==> src/udp_rx_pkg.sv <==
package udp_rx_pkg;

    ////////////////////////////////////////////////////////////
    // Receive slots and common types
    ////////////////////////////////////////////////////////////

    localparam int RECEIVE_SLOTS    = 4;
    localparam int SLOT_INDEX_WIDTH = $clog2(RECEIVE_SLOTS);

    typedef logic [7:0]               byte_t;
    typedef logic [15:0]              field16_t;
    typedef logic [RECEIVE_SLOTS-1:0] slot_mask_t;

    ////////////////////////////////////////////////////////////
    // Ethernet, IPv4 and UDP
    ////////////////////////////////////////////////////////////

    localparam field16_t   IPV4_ETHER_TYPE   = 16'h0800;
    localparam byte_t      IPV4_PROTOCOL_UDP = 8'h11;
    // No options accepted
    localparam logic [3:0] IPV4_HEADER_WORDS = 4'd5;

    // Field sizes in bytes
    localparam int MAC_ADDRESS_BYTES = 6;
    localparam int ETHER_TYPE_BYTES  = 2;
    localparam int IPV4_HEADER_BYTES = 20;
    localparam int UDP_HEADER_BYTES  = 8;
    localparam int FCS_BYTES         = 4;

    // Shorter packets get padded up to this length
    localparam field16_t MIN_IPV4_TOTAL_LENGTH = 16'd46;

    ////////////////////////////////////////////////////////////
    // CRC-32, reflected form
    ////////////////////////////////////////////////////////////

    localparam logic [31:0] CRC32_POLYNOMIAL = 32'hEDB88320;
    // Left in the register after a good frame and its FCS
    localparam logic [31:0] CRC32_RESIDUE    = 32'hDEBB20E3;

    typedef enum logic [4:0] {
        S_IDLE,
        S_MAC_DESTINATION,
        S_MAC_SOURCE,
        S_ETHER_TYPE,
        S_IPV4_VERSION,
        S_IPV4_SERVICES,
        S_IPV4_TOTAL_LENGTH,
        S_IPV4_IDENTIFICATION,
        S_IPV4_FLAGS,
        S_IPV4_TIME_TO_LIVE,
        S_IPV4_PROTOCOL,
        S_IPV4_HEADER_CHECKSUM,
        S_IPV4_SOURCE_ADDRESS,
        S_IPV4_DESTINATION_ADDRESS,
        S_UDP_SOURCE_PORT,
        S_UDP_DESTINATION_PORT,
        S_UDP_LENGTH,
        S_UDP_CHECKSUM,
        S_UDP_PAYLOAD,
        S_PAD,
        S_FCS,
        S_DROP
    } parse_state_t;

endpackage
==> src/frame_stream_if.sv <==
`timescale 1ns/10ps

interface frame_stream_if;

    udp_rx_pkg::byte_t data;
    logic              valid;
    logic              first;
    logic              last;
    logic              forward;
    // Frame in progress cut short by a new first byte
    logic              abort;

    modport source (
        output data, valid, first, last, forward, abort
    );

    modport listen (
        input data, valid, first, last, forward, abort
    );

endinterface

==> src/udp_frame_receiver.sv <==
`timescale 1ns/10ps

module udp_frame_receiver (
    input  logic                   clock,
    input  logic                   reset_n,
    input  udp_rx_pkg::byte_t      rx_data,
    input  logic                   rx_valid,
    input  logic                   rx_first,
    input  udp_rx_pkg::slot_mask_t slot_enable,
    output udp_rx_pkg::byte_t      packet_data,
    output udp_rx_pkg::slot_mask_t packet_valid,
    output udp_rx_pkg::slot_mask_t good_packet,
    output udp_rx_pkg::slot_mask_t bad_packet,
    output udp_rx_pkg::field16_t   udp_destination
);

    logic crc_done;
    logic crc_ok;

    frame_stream_if u_stream ();

    udp_header_parser u_parser (
        .clock           (clock),
        .reset_n         (reset_n),
        .rx_data         (rx_data),
        .rx_valid        (rx_valid),
        .rx_first        (rx_first),
        .stream          (u_stream.source),
        .udp_destination (udp_destination)
    );

    crc32_checker u_crc (
        .clock    (clock),
        .reset_n  (reset_n),
        .stream   (u_stream.listen),
        .crc_done (crc_done),
        .crc_ok   (crc_ok)
    );

    slot_router u_router (
        .clock        (clock),
        .reset_n      (reset_n),
        .stream       (u_stream.listen),
        .crc_done     (crc_done),
        .crc_ok       (crc_ok),
        .slot_enable  (slot_enable),
        .packet_data  (packet_data),
        .packet_valid (packet_valid),
        .good_packet  (good_packet),
        .bad_packet   (bad_packet)
    );

endmodule

==> src/slot_router.sv <==
`timescale 1ns/10ps

module slot_router (
    input  logic                   clock,
    input  logic                   reset_n,
    frame_stream_if.listen         stream,
    input  logic                   crc_done,
    input  logic                   crc_ok,
    input  udp_rx_pkg::slot_mask_t slot_enable,
    output udp_rx_pkg::byte_t      packet_data,
    output udp_rx_pkg::slot_mask_t packet_valid,
    output udp_rx_pkg::slot_mask_t good_packet,
    output udp_rx_pkg::slot_mask_t bad_packet
);

    typedef logic [udp_rx_pkg::SLOT_INDEX_WIDTH-1:0] slot_index_t;

    slot_index_t            selected_slot;
    slot_index_t            active_slot;
    logic                   slot_armed;
    udp_rx_pkg::slot_mask_t active_mask;

    // Highest enabled slot wins
    always_comb begin
        selected_slot = '0;
        for (int slot = 0; slot < udp_rx_pkg::RECEIVE_SLOTS; slot++) begin
            if (slot_enable[slot]) begin
                selected_slot = slot_index_t'(slot);
            end
        end
    end

    assign active_mask = slot_armed ? udp_rx_pkg::slot_mask_t'(1) << active_slot : '0;

    // Old slot still latched when a verdict meets the next first byte
    always_ff @(posedge clock or negedge reset_n) begin
        if (!reset_n) begin
            active_slot  <= '0;
            slot_armed   <= 1'b0;
            packet_valid <= '0;
            good_packet  <= '0;
            bad_packet   <= '0;
        end else begin
            packet_valid <= (stream.valid && stream.forward) ? active_mask : '0;
            good_packet  <= (crc_done && crc_ok) ? active_mask : '0;
            bad_packet   <= ((crc_done && !crc_ok) || (stream.valid && stream.abort)) ?
                            active_mask : '0;
            if (stream.valid && stream.first) begin
                active_slot <= selected_slot;
                slot_armed  <= |slot_enable;
            end
        end
    end

    always_ff @(posedge clock) begin
        if (stream.valid && stream.forward) begin
            packet_data <= stream.data;
        end
    end

    assert property (@(posedge clock) disable iff (!reset_n)
        $onehot0(packet_valid) && $onehot0(good_packet) && $onehot0(bad_packet));

    // CRC verdict and abort never land together
    assert property (@(posedge clock) disable iff (!reset_n)
        !(|good_packet && |bad_packet));

endmodule

==> src/crc32_checker.sv <==
`timescale 1ns/10ps

module crc32_checker (
    input  logic           clock,
    input  logic           reset_n,
    frame_stream_if.listen stream,
    output logic           crc_done,
    output logic           crc_ok
);

    logic [31:0] crc_register;
    logic [31:0] crc_seed;
    logic [31:0] crc_updated;

    // One byte, LSB first
    function automatic logic [31:0] crc_byte(logic [31:0] crc, udp_rx_pkg::byte_t data);
        logic [31:0] value;
        int          bit_index;
        value = crc ^ {24'd0, data};
        for (bit_index = 0; bit_index < 8; bit_index++) begin
            if (value[0]) begin
                value = (value >> 1) ^ udp_rx_pkg::CRC32_POLYNOMIAL;
            end else begin
                value = value >> 1;
            end
        end
        return value;
    endfunction

    // Restart from all ones on every first byte, aborts included
    assign crc_seed    = stream.first ? '1 : crc_register;
    assign crc_updated = crc_byte(crc_seed, stream.data);

    always_ff @(posedge clock or negedge reset_n) begin
        if (!reset_n) begin
            crc_register <= '1;
            crc_done     <= 1'b0;
            crc_ok       <= 1'b0;
        end else begin
            crc_done <= stream.valid && stream.last;
            if (stream.valid) begin
                crc_register <= crc_updated;
            end
            if (stream.valid && stream.last) begin
                crc_ok <= (crc_updated == udp_rx_pkg::CRC32_RESIDUE);
            end
        end
    end

    assert property (@(posedge clock) disable iff (!reset_n)
        crc_done |-> $past(stream.valid && stream.last));

endmodule

==> src/udp_header_parser.sv <==
`timescale 1ns/10ps

module udp_header_parser (
    input  logic                 clock,
    input  logic                 reset_n,
    input  udp_rx_pkg::byte_t    rx_data,
    input  logic                 rx_valid,
    input  logic                 rx_first,
    frame_stream_if.source       stream,
    output udp_rx_pkg::field16_t udp_destination
);

    udp_rx_pkg::parse_state_t state;
    udp_rx_pkg::parse_state_t next_state;
    udp_rx_pkg::field16_t     field_count;
    udp_rx_pkg::field16_t     next_count;
    udp_rx_pkg::field16_t     total_length;
    udp_rx_pkg::field16_t     header_bytes;
    udp_rx_pkg::field16_t     payload_bytes;
    udp_rx_pkg::field16_t     pad_bytes;
    udp_rx_pkg::field16_t     field_value;
    udp_rx_pkg::byte_t        previous_byte;
    logic                     in_frame;
    logic                     byte_accepted;
    logic                     field_byte;
    logic                     field_end;
    logic                     forward_field;

    function automatic udp_rx_pkg::field16_t count_for(int bytes);
        return udp_rx_pkg::field16_t'(bytes - 1);
    endfunction

    assign in_frame      = (state != udp_rx_pkg::S_IDLE) && (state != udp_rx_pkg::S_DROP);
    assign byte_accepted = rx_valid && (rx_first || in_frame);
    assign field_byte    = byte_accepted && !rx_first;
    assign field_end     = field_byte && (field_count == '0);
    // Two-byte fields arrive high byte first
    assign field_value   = {previous_byte, rx_data};

    assign header_bytes  = udp_rx_pkg::field16_t'(udp_rx_pkg::IPV4_HEADER_BYTES +
                                                  udp_rx_pkg::UDP_HEADER_BYTES);
    assign payload_bytes = total_length - header_bytes;
    assign pad_bytes     = (total_length < udp_rx_pkg::MIN_IPV4_TOTAL_LENGTH) ?
                           udp_rx_pkg::MIN_IPV4_TOTAL_LENGTH - total_length : '0;

    assign forward_field = state inside {udp_rx_pkg::S_IPV4_SOURCE_ADDRESS,
                                         udp_rx_pkg::S_IPV4_DESTINATION_ADDRESS,
                                         udp_rx_pkg::S_UDP_SOURCE_PORT,
                                         udp_rx_pkg::S_UDP_DESTINATION_PORT,
                                         udp_rx_pkg::S_UDP_LENGTH,
                                         udp_rx_pkg::S_UDP_CHECKSUM,
                                         udp_rx_pkg::S_UDP_PAYLOAD};

    ////////////////////////////////////////////////////////////
    // Field sequencing
    ////////////////////////////////////////////////////////////

    always_comb begin
        next_state = state;
        next_count = field_count - 1'b1;
        if (rx_valid && rx_first) begin
            // First byte already belongs to the destination MAC
            next_state = udp_rx_pkg::S_MAC_DESTINATION;
            next_count = count_for(udp_rx_pkg::MAC_ADDRESS_BYTES - 1);
        end else if (field_end) begin
            case (state)
                udp_rx_pkg::S_MAC_DESTINATION: begin
                    next_state = udp_rx_pkg::S_MAC_SOURCE;
                    next_count = count_for(udp_rx_pkg::MAC_ADDRESS_BYTES);
                end
                udp_rx_pkg::S_MAC_SOURCE: begin
                    next_state = udp_rx_pkg::S_ETHER_TYPE;
                    next_count = count_for(udp_rx_pkg::ETHER_TYPE_BYTES);
                end
                udp_rx_pkg::S_ETHER_TYPE: begin
                    next_state = udp_rx_pkg::S_IPV4_VERSION;
                    next_count = count_for(1);
                    if (field_value != udp_rx_pkg::IPV4_ETHER_TYPE) begin
                        next_state = udp_rx_pkg::S_DROP;
                    end
                end
                udp_rx_pkg::S_IPV4_VERSION: begin
                    next_state = udp_rx_pkg::S_IPV4_SERVICES;
                    next_count = count_for(1);
                    if (rx_data[3:0] != udp_rx_pkg::IPV4_HEADER_WORDS) begin
                        next_state = udp_rx_pkg::S_DROP;
                    end
                end
                udp_rx_pkg::S_IPV4_SERVICES: begin
                    next_state = udp_rx_pkg::S_IPV4_TOTAL_LENGTH;
                    next_count = count_for(2);
                end
                udp_rx_pkg::S_IPV4_TOTAL_LENGTH: begin
                    next_state = udp_rx_pkg::S_IPV4_IDENTIFICATION;
                    next_count = count_for(2);
                    // Too short to hold the UDP header
                    if (field_value < header_bytes) begin
                        next_state = udp_rx_pkg::S_DROP;
                    end
                end
                udp_rx_pkg::S_IPV4_IDENTIFICATION: begin
                    next_state = udp_rx_pkg::S_IPV4_FLAGS;
                    next_count = count_for(2);
                end
                udp_rx_pkg::S_IPV4_FLAGS: begin
                    next_state = udp_rx_pkg::S_IPV4_TIME_TO_LIVE;
                    next_count = count_for(1);
                    // More-fragments or offset set
                    if (field_value[13:0] != '0) begin
                        next_state = udp_rx_pkg::S_DROP;
                    end
                end
                udp_rx_pkg::S_IPV4_TIME_TO_LIVE: begin
                    next_state = udp_rx_pkg::S_IPV4_PROTOCOL;
                    next_count = count_for(1);
                end
                udp_rx_pkg::S_IPV4_PROTOCOL: begin
                    next_state = udp_rx_pkg::S_IPV4_HEADER_CHECKSUM;
                    next_count = count_for(2);
                    if (rx_data != udp_rx_pkg::IPV4_PROTOCOL_UDP) begin
                        next_state = udp_rx_pkg::S_DROP;
                    end
                end
                udp_rx_pkg::S_IPV4_HEADER_CHECKSUM: begin
                    next_state = udp_rx_pkg::S_IPV4_SOURCE_ADDRESS;
                    next_count = count_for(4);
                end
                udp_rx_pkg::S_IPV4_SOURCE_ADDRESS: begin
                    next_state = udp_rx_pkg::S_IPV4_DESTINATION_ADDRESS;
                    next_count = count_for(4);
                end
                udp_rx_pkg::S_IPV4_DESTINATION_ADDRESS: begin
                    next_state = udp_rx_pkg::S_UDP_SOURCE_PORT;
                    next_count = count_for(2);
                end
                udp_rx_pkg::S_UDP_SOURCE_PORT: begin
                    next_state = udp_rx_pkg::S_UDP_DESTINATION_PORT;
                    next_count = count_for(2);
                end
                udp_rx_pkg::S_UDP_DESTINATION_PORT: begin
                    next_state = udp_rx_pkg::S_UDP_LENGTH;
                    next_count = count_for(2);
                end
                udp_rx_pkg::S_UDP_LENGTH: begin
                    next_state = udp_rx_pkg::S_UDP_CHECKSUM;
                    next_count = count_for(2);
                end
                udp_rx_pkg::S_UDP_CHECKSUM, udp_rx_pkg::S_UDP_PAYLOAD: begin
                    // Payload, then padding if any, then FCS
                    if (state == udp_rx_pkg::S_UDP_CHECKSUM && payload_bytes != '0) begin
                        next_state = udp_rx_pkg::S_UDP_PAYLOAD;
                        next_count = payload_bytes - 1'b1;
                    end else if (pad_bytes != '0) begin
                        next_state = udp_rx_pkg::S_PAD;
                        next_count = pad_bytes - 1'b1;
                    end else begin
                        next_state = udp_rx_pkg::S_FCS;
                        next_count = count_for(udp_rx_pkg::FCS_BYTES);
                    end
                end
                udp_rx_pkg::S_PAD: begin
                    next_state = udp_rx_pkg::S_FCS;
                    next_count = count_for(udp_rx_pkg::FCS_BYTES);
                end
                default: begin
                    next_state = udp_rx_pkg::S_IDLE;
                end
            endcase
        end
    end

    always_ff @(posedge clock or negedge reset_n) begin
        if (!reset_n) begin
            state           <= udp_rx_pkg::S_IDLE;
            field_count     <= '0;
            udp_destination <= '0;
            stream.valid    <= 1'b0;
            stream.first    <= 1'b0;
            stream.last     <= 1'b0;
            stream.forward  <= 1'b0;
            stream.abort    <= 1'b0;
        end else begin
            stream.valid   <= byte_accepted;
            stream.first   <= rx_valid && rx_first;
            stream.abort   <= rx_valid && rx_first && in_frame;
            stream.last    <= field_end && (state == udp_rx_pkg::S_FCS);
            stream.forward <= field_byte && forward_field;
            if (byte_accepted) begin
                state       <= next_state;
                field_count <= next_count;
            end
            if (field_end && state == udp_rx_pkg::S_UDP_DESTINATION_PORT) begin
                udp_destination <= field_value;
            end
        end
    end

    always_ff @(posedge clock) begin
        stream.data <= rx_data;
        if (byte_accepted) begin
            previous_byte <= rx_data;
        end
        if (field_end && state == udp_rx_pkg::S_IPV4_TOTAL_LENGTH) begin
            total_length <= field_value;
        end
    end

    // A completed frame never doubles as an aborted one
    assert property (@(posedge clock) disable iff (!reset_n)
        !(stream.last && stream.abort));

    // Final FCS byte hands the parser back to idle
    assert property (@(posedge clock) disable iff (!reset_n)
        stream.last |-> stream.valid && state == udp_rx_pkg::S_IDLE);

endmodule

==> config.mk <==
export PLATFORM = sky130hd
export DESIGN_NAME = udp_frame_receiver
export DESIGN_NICKNAME = d
export VERILOG_FILES = /design/src/udp_rx_pkg.sv /design/src/frame_stream_if.sv /design/src/udp_frame_receiver.sv /design/src/slot_router.sv /design/src/crc32_checker.sv /design/src/udp_header_parser.sv
export SDC_FILE = /design/constraint.sdc
export NUM_CORES = 1
export LEC_CHECK = 0
export ABC_AREA = 1
export ABC_CLOCK_PERIOD_IN_PS = 3000
export BUFFER_PORTS_ARGS = -buffer_cell sky130_fd_sc_hd__buf_4
export CELL_PAD_IN_SITES_DETAIL_PLACEMENT = 2
export CELL_PAD_IN_SITES_GLOBAL_PLACEMENT = 2
export CORE_AREA = 10 10 162 164
export CTS_CLUSTER_DIAMETER = 120
export DETAILED_ROUTE_END_ITERATION = 8
export DIE_AREA = 0 0 172 174
export PLACE_DENSITY = 0.81
export SYNTH_ARGS = -nofsm -noshare
export SYNTH_HDL_FRONTEND = slang
export SYNTH_SLANG_ARGS = --single-unit
==> constraint.sdc <==
create_clock -name clock -period 3 [get_ports clock]
set_input_delay 0.15 -clock clock [delete_from_list [all_inputs] [get_ports clock]]
set_output_delay 0.15 -clock clock [all_outputs]
set_load 0.005 [all_outputs]
Word level (Yosys, flattened, before mapping)
Cells that the tools add are included.
{ "word_totals": {"register_bits": 131, "in_bits": 16, "out_inout_bits": 36, "word_cells": 128} }
{ "op_classes": {"addsub": 5, "n_lt_le_gt_ge": 2, "eq_ne": 25, "n_shift": 1, "n_mux": 32, "bitwise": 9, "reduce_logical": 34} }
{ "ops": {"columns": ["operator", "n"], "rows": [
  ["two-way mux 32 bit", 9],
  ["NOT 13 -> 14 bit", 8],
  ["one-hot mux 5 bit (18 select lines)", 1],
  ["two-way mux 16 bit", 5],
  ["one-hot mux 16 bit (5 select lines)", 1],
  ["subtractor 16 x 1 -> 16 bit (second input constant)", 3],
  ["equality test 5 x 4 -> 1 bit (second input constant)", 8],
  ["two-way mux 5 bit", 8],
  ["equality test 32 bit (second input constant)", 1],
  ["nonzero test 16 bit", 2],
  ["bitwise XOR 32 x 8 -> 32 bit", 1],
  ["equality test 5 bit (second input constant)", 5],
  ["equality test 5 x 3 -> 1 bit (second input constant)", 4],
  ["logical AND 1 bit", 17],
  ["zero test 16 bit", 1],
  ["< comparator 16 x 5 -> 1 bit (second input constant)", 1],
  ["< comparator 16 x 6 -> 1 bit (second input constant)", 1],
  ["two-way mux 4 bit", 4],
  ["inequality test 16 x 12 -> 1 bit (second input constant)", 1],
  ["subtractor 16 x 5 -> 16 bit (second input constant)", 1],
  ["subtractor 6 x 16 -> 16 bit (first input constant)", 1],
  ["nonzero test 14 bit", 1],
  ["equality test 5 x 2 -> 1 bit (second input constant)", 2],
  ["OR reduction 9 bit", 1],
  ["other kinds (17)", 21]
]} }

Depth between registers and ports, before layout
{ "logic_depth": {"ltp_word": 19, "mapped_depth": 19} }

Hierarchy
From an unflattened synthesis, not the netlist that was laid out.
{ "unflattened": {"cells_unflattened": 1170, "hier_area_um2": 8468.1} }
{ "modules_own_cells": {"columns": ["mod", "n_inst", "cells_each", "area_each_um2", "seq_area_each_um2"], "rows": [
  ["udp_header_parser", 1, 594, 4679.5, 1931.9],
  ["crc32_checker", 1, 505, 2990.4, 890.9],
  ["slot_router", 1, 71, 798.3, 615.6]
]} }

Worst setup path after synthesis
No wires, ideal clock.
{ "synth_path": {"kind": "reg-to-reg", "start": "register u_parser.field_count[0]", "end": "register u_parser.total_length[0] (enable)", "setup_time_ns": 0.388, "arrival_ns": 2.160, "t_required_ns": 2.612, "setup_slack_ns": 0.452, "stages_incl_launch_ff": 9, "n_path_buf": 0, "cell_sequence": "dfrtp_1 > inv_1 > ha_1 > nand4_2 > nor2_1 > nand2_1 > nor2_2 > nand4_2 > nor2_1"} }
{ "synth_via": {"elab_chain_len": 3} }
{ "synth_lines": {"columns": ["item", "line_no", "source"], "rows": [
  ["from (decl)", "udp_header_parser.sv:15", "udp_rx_pkg::field16_t field_count;"],
  ["from (signal assigned)", "udp_header_parser.sv:190", "field_count <= next_count;"],
  ["zero test 16 bit", "udp_header_parser.sv:36", "assign field_end = field_byte && (field_count == '0);"],
  ["logical AND 1 bit", "udp_header_parser.sv:36", null],
  ["logical AND 1 bit", "udp_header_parser.sv:203", "if (field_end && state == udp_rx_pkg::S_IPV4_TOTAL_LENGTH) begin"],
  ["to (signal assigned)", "udp_header_parser.sv:204", "total_length <= field_value;"],
  ["to (decl)", "udp_header_parser.sv:17", "udp_rx_pkg::field16_t total_length;"]
]} }
No other way between the ends.
A chain may end at the register's enable or synchronous reset.

Worst setup path in the final report
{ "layout_path": {"start": "register u_parser.total_length[0]", "end": "register u_parser.field_count[7]"} }
{ "layout_via": {"elab_chain_len": 8, "elab_cells_between_ends": 14} }
{ "layout_lines": {"columns": ["item", "line_no", "source"], "rows": [
  ["subtractor 6 x 16 -> 16 bit or < comparator 16 x 6 -> 1 bit (tied branches)", "udp_header_parser.sv:44, udp_header_parser.sv:43", null],
  ["two-way mux 16 bit", "udp_header_parser.sv:43", "assign pad_bytes = (total_length < udp_rx_pkg::MIN_IPV4_TOTAL_LENGTH) ?"],
  ["subtractor 16 x 1 -> 16 bit or nonzero test 16 bit (tied branches)", "udp_header_parser.sv:155, udp_header_parser.sv:153", null],
  ["two-way mux 16 bit", "udp_header_parser.sv:153", "end else if (pad_bytes != '0) begin"],
  ["two-way mux 16 bit (*)", "udp_header_parser.sv:150", "if (state == udp_rx_pkg::S_UDP_CHECKSUM && payload_bytes != '0) begin"],
  ["one-hot mux 16 bit (5 select lines) (*)", "udp_header_parser.sv:66", "case (state)"],
  ["two-way mux 16 bit (*)", "udp_header_parser.sv:65", "end else if (field_end) begin"],
  ["two-way mux 16 bit (*)", "udp_header_parser.sv:61", "if (rx_valid && rx_first) begin"]
]} }
Mark *: on every way between the ends. The rest lies on a longest branch, timed or not.

==> metrics <==
status=complete, no violations; Syn Nets=1,110; first-pass GRT wire length=48,700 um; TritonCTS buffer count=17; Tightest Pin Transition=approximately 600 ps; setup TNS=0 ps; start point of the worst hold path=slot_enable[0]; via/cell ratio=5.237; LEAKAGE=4.736 nW; Top FF cell, synth=dfrtp_1; initial antenna violation count=1; Final Util=0.4182; Clock Skew=13.88 ps; DR iter-0 viols=340; row count=56; post-synthesis cell type count=51; Yosys warnings=0; VDD IR max=between 0.0004 and 0.0005 V; cell count after synthesis=1,086; Yosys top cell by area=dfrtp_1; sequential fraction of the synthesis area=0.4217; share of cells above drive strength 1=0.1750; I/O Pins=52; WL per Instance=20.48 um; Die Y=174 um; Max transition margin=0.6010; number of cells on the worst hold path=3; vias in the first global route=8,725; endpoints failing hold=0; R2R depth=19; Setup Viol. Count Final=0; maximum clock path buffer count=2; Final ANT Viol Nets=0; Die X=roughly 170 um; Critical Path Fanout Max=9; hold endpoint=u_router.slot_armed; Power per Cell Area=845.8 mW/mm2; # nets final=~1,200; detailed placer's ending HPWL=21,810 um; Tmin final=2695 ps; DR DRC count=0; clock root buffer master=clkbuf_16; routability cong.=0.8935; Post-synth ARST share=0.6947; RR Endpoint=u_parser.field_count[7]; syn avg cell area=approximately 7.5 um2; Max Cap Viol=0; Post-Syn Area=0.008154 mm2; launch point of the worst reg-to-reg path=u_parser.total_length[0]; PortBufs=51; Max Clk Rate=approximately 370 MHz; CP Launch Type=flop; top post-synthesis cells by area=dfrtp_1 18%, nand2_1 16%, edfxtp_1 12%; top cell type's share of synthesized area=0.1811; DR vias=7,720; initial core utilization=0.3527; hold crit path type=in2reg; RSZ-0062 raised after global routing=no; crit path DAT=3060 ps; #FFs+latches synth=131; Final Cycle Share=0.8984; setup slack, reg-to-reg=300 ps; die area=0.02993 mm2; overall global routing resource usage=0.2066; total wire length=30,180 um; clock sink count=roughly 130; pin count of the biggest net entering global routing=54; WP data required=~3400 ps; Layout area overhead=18.58%; Worst-Skew Late Latency=430 ps; CTS tree=done; DRT Pass-1 Iters=5; CTS H-Tree Depth=4; number of flops mapped to enable cells by yosys=32; critical path type=reg2reg; Core Region=between 0.02 and 0.025 mm2; grt ovf=0; Slew Limit Fails=0; Critical Path Sink Type=flop; Clock transition at path regs=70 ps
routing by layer:
| layer | GRT usage | wire [um] | part of all wire | vias up |
|---|---|---|---|---|
| met5 | 0 | 0 | 0 | - |
| met4 | 0.09127 | 1116 | 0.037 | 0 |
| met3 | 0.02832 | 620 | 0.021 | 64 |
| met2 | 0.3816 | 16460 | 0.55 | 112 |
| met1 | 0.2271 | 11980 | 0.40 | 3892 |
| li1 | - | - | - | 3652 |
repair_timing:
action / CTS / global route
setup endpoints to repair: 0 / 11
gates resized for setup: 0 / 4
buffers inserted: 0 / 3
hold buffers: 10 / 0
endpoints found under the hold margin: 63 / 0
per-stage QoR:
stage / setup WS [ps] / instances / hold slack [ps] / power, W / instance area [um2]
2_1_floorplan: 451.9 / 1086 / -145.6 / 0.005016 / 8154
3_3_place_gp: 363.8 / 1428 / 187.1 / 0.005923 / 8974
3_5_place_dp: 264.3 / 1428 / 199.6 / 0.006103 / 8974
4_1_cts: 175.3 / 1470 / 8.730 / 0.008213 / 9634
5_1_grt: 26.06 / 1474 / 37.53 / 0.008843 / 9669
6_report: 304.9 / 1474 / 21.72 / 0.008178 / 9669
placed cells by master (no fill, tap or decap), types with 7 or more instances in the layout:
cell type,netlist,final
a21oi_1,8,8
a31oi_1,9,9
buf_4,2,72
clkbuf_16,0,17
dfrtp_1,59,59
dfstp_2,32,32
dfxtp_1,8,8
dlygate4sd3_1,0,10
edfxtp_1,32,32
inv_1,111,111
inv_2,10,10
nand2_1,341,341
nand2_2,13,13
nand2_4,8,8
nand3_1,90,90
nand4_1,16,16
nor2_1,119,117
nor2_2,5,7
nor3_1,20,20
o21ai_0,53,53
o21ai_1,11,11
or2_2,7,7
xnor2_1,15,15
xor2_1,46,46
cells in the mapped netlist (3+ instances only):
library cell,instances
nand3_1,90
clkbuf_1,7
buf_2,6
or2_2,7
nor2_2,5
a31oi_1,9
inv_2,10
nand2_4,8
o21ai_1,11
xor2_1,46
ha_1,8
dfstp_2,32
nor4_1,3
nand2_2,13
a21oi_1,8
inv_1,111
nor2_4,6
o31ai_1,3
dfrtp_1,59
nand2_1,341
o21ai_0,53
edfxtp_1,32
dfxtp_1,8
xnor2_1,15
nand4_1,16
mux2_2,6
nor3_1,20
nor2_1,119
o211ai_1,3
state kept, by name, indices dropped and copies added (netlist names), 5 cells and up:
signal,flops
u_crc.crc_register,32
u_parser.field_count,16
u_router.packet_data,8
u_parser.state,5
u_parser.stream.data,8
u_parser.udp_destination,16
u_parser.previous_byte,8
u_parser.total_length,16
area by class of cell:
class,instances,area (um2)
multi-input cells,814,4167
inverters,122,457.9
well taps,290,362.8
clock buffers,17,425.4
fillers,2705,13450
diodes,1,2.502
flip-flops and latches,131,3438
clock inverters,15,135.1
repair buffers,84,680.7
power by group:
group | leakage, nW | switching [W] | internal, W | total, W
combinational | 2.98 | 0.00238 | 0.00114 | 0.00352
clock | 0.268 | 0.000949 | 0.00109 | 0.00204
sequential | 1.49 | 0.000292 | 0.00232 | 0.00261
total | 4.74 | 0.00362 | 0.00455 | 0.00818
how the worst max path moves through the flow:
| stage | from | end | slack, ps | depth (start not counted) |
|---|---|---|---|---|
| after CTS | u_parser.total_length[0] | u_parser.field_count[7] | 180 | 19 |
| after floorplan | u_parser.field_count[0] | u_parser.total_length[0] | 450 | 8 |
| after global routing | u_parser.total_length[0] | u_parser.field_count[7] | 30 | 19 |
| after detailed placement | u_parser.total_length[0] | u_parser.field_count[9] | 260 | 19 |
| after global placement | u_parser.total_length[0] | u_parser.field_count[9] | 360 | 19 |
| final | u_parser.total_length[0] | u_parser.field_count[7] | 300 | 19 |
cells by family after synthesis:
kind of cell,synth area share
fa+ha+maj,0.01228
compound gates,0.06844
xor+xnor,0.08025
flops,0.4217
mux,0.008285
simple gates,0.3405
buf+inv,0.06859
critical path: stages, from the launching register on:
cell and delay (ps):
edfxtp_1 500, ha_2 270, nand2_1 80, nand2_1 70, nand2_1 70, nand3_1 110, nor2_4 160, inv_1 90
nor2_2 170, inv_1 80, ha_1 220, nand3_1 110, inv_1 80, nand2_2 150, nand2_1 80, nand2_1 90
nand3_1 90, nand2_1 70, nand3_1 70, nand2_1 70
No activity file was read; power rests on OpenSTA's default activity.
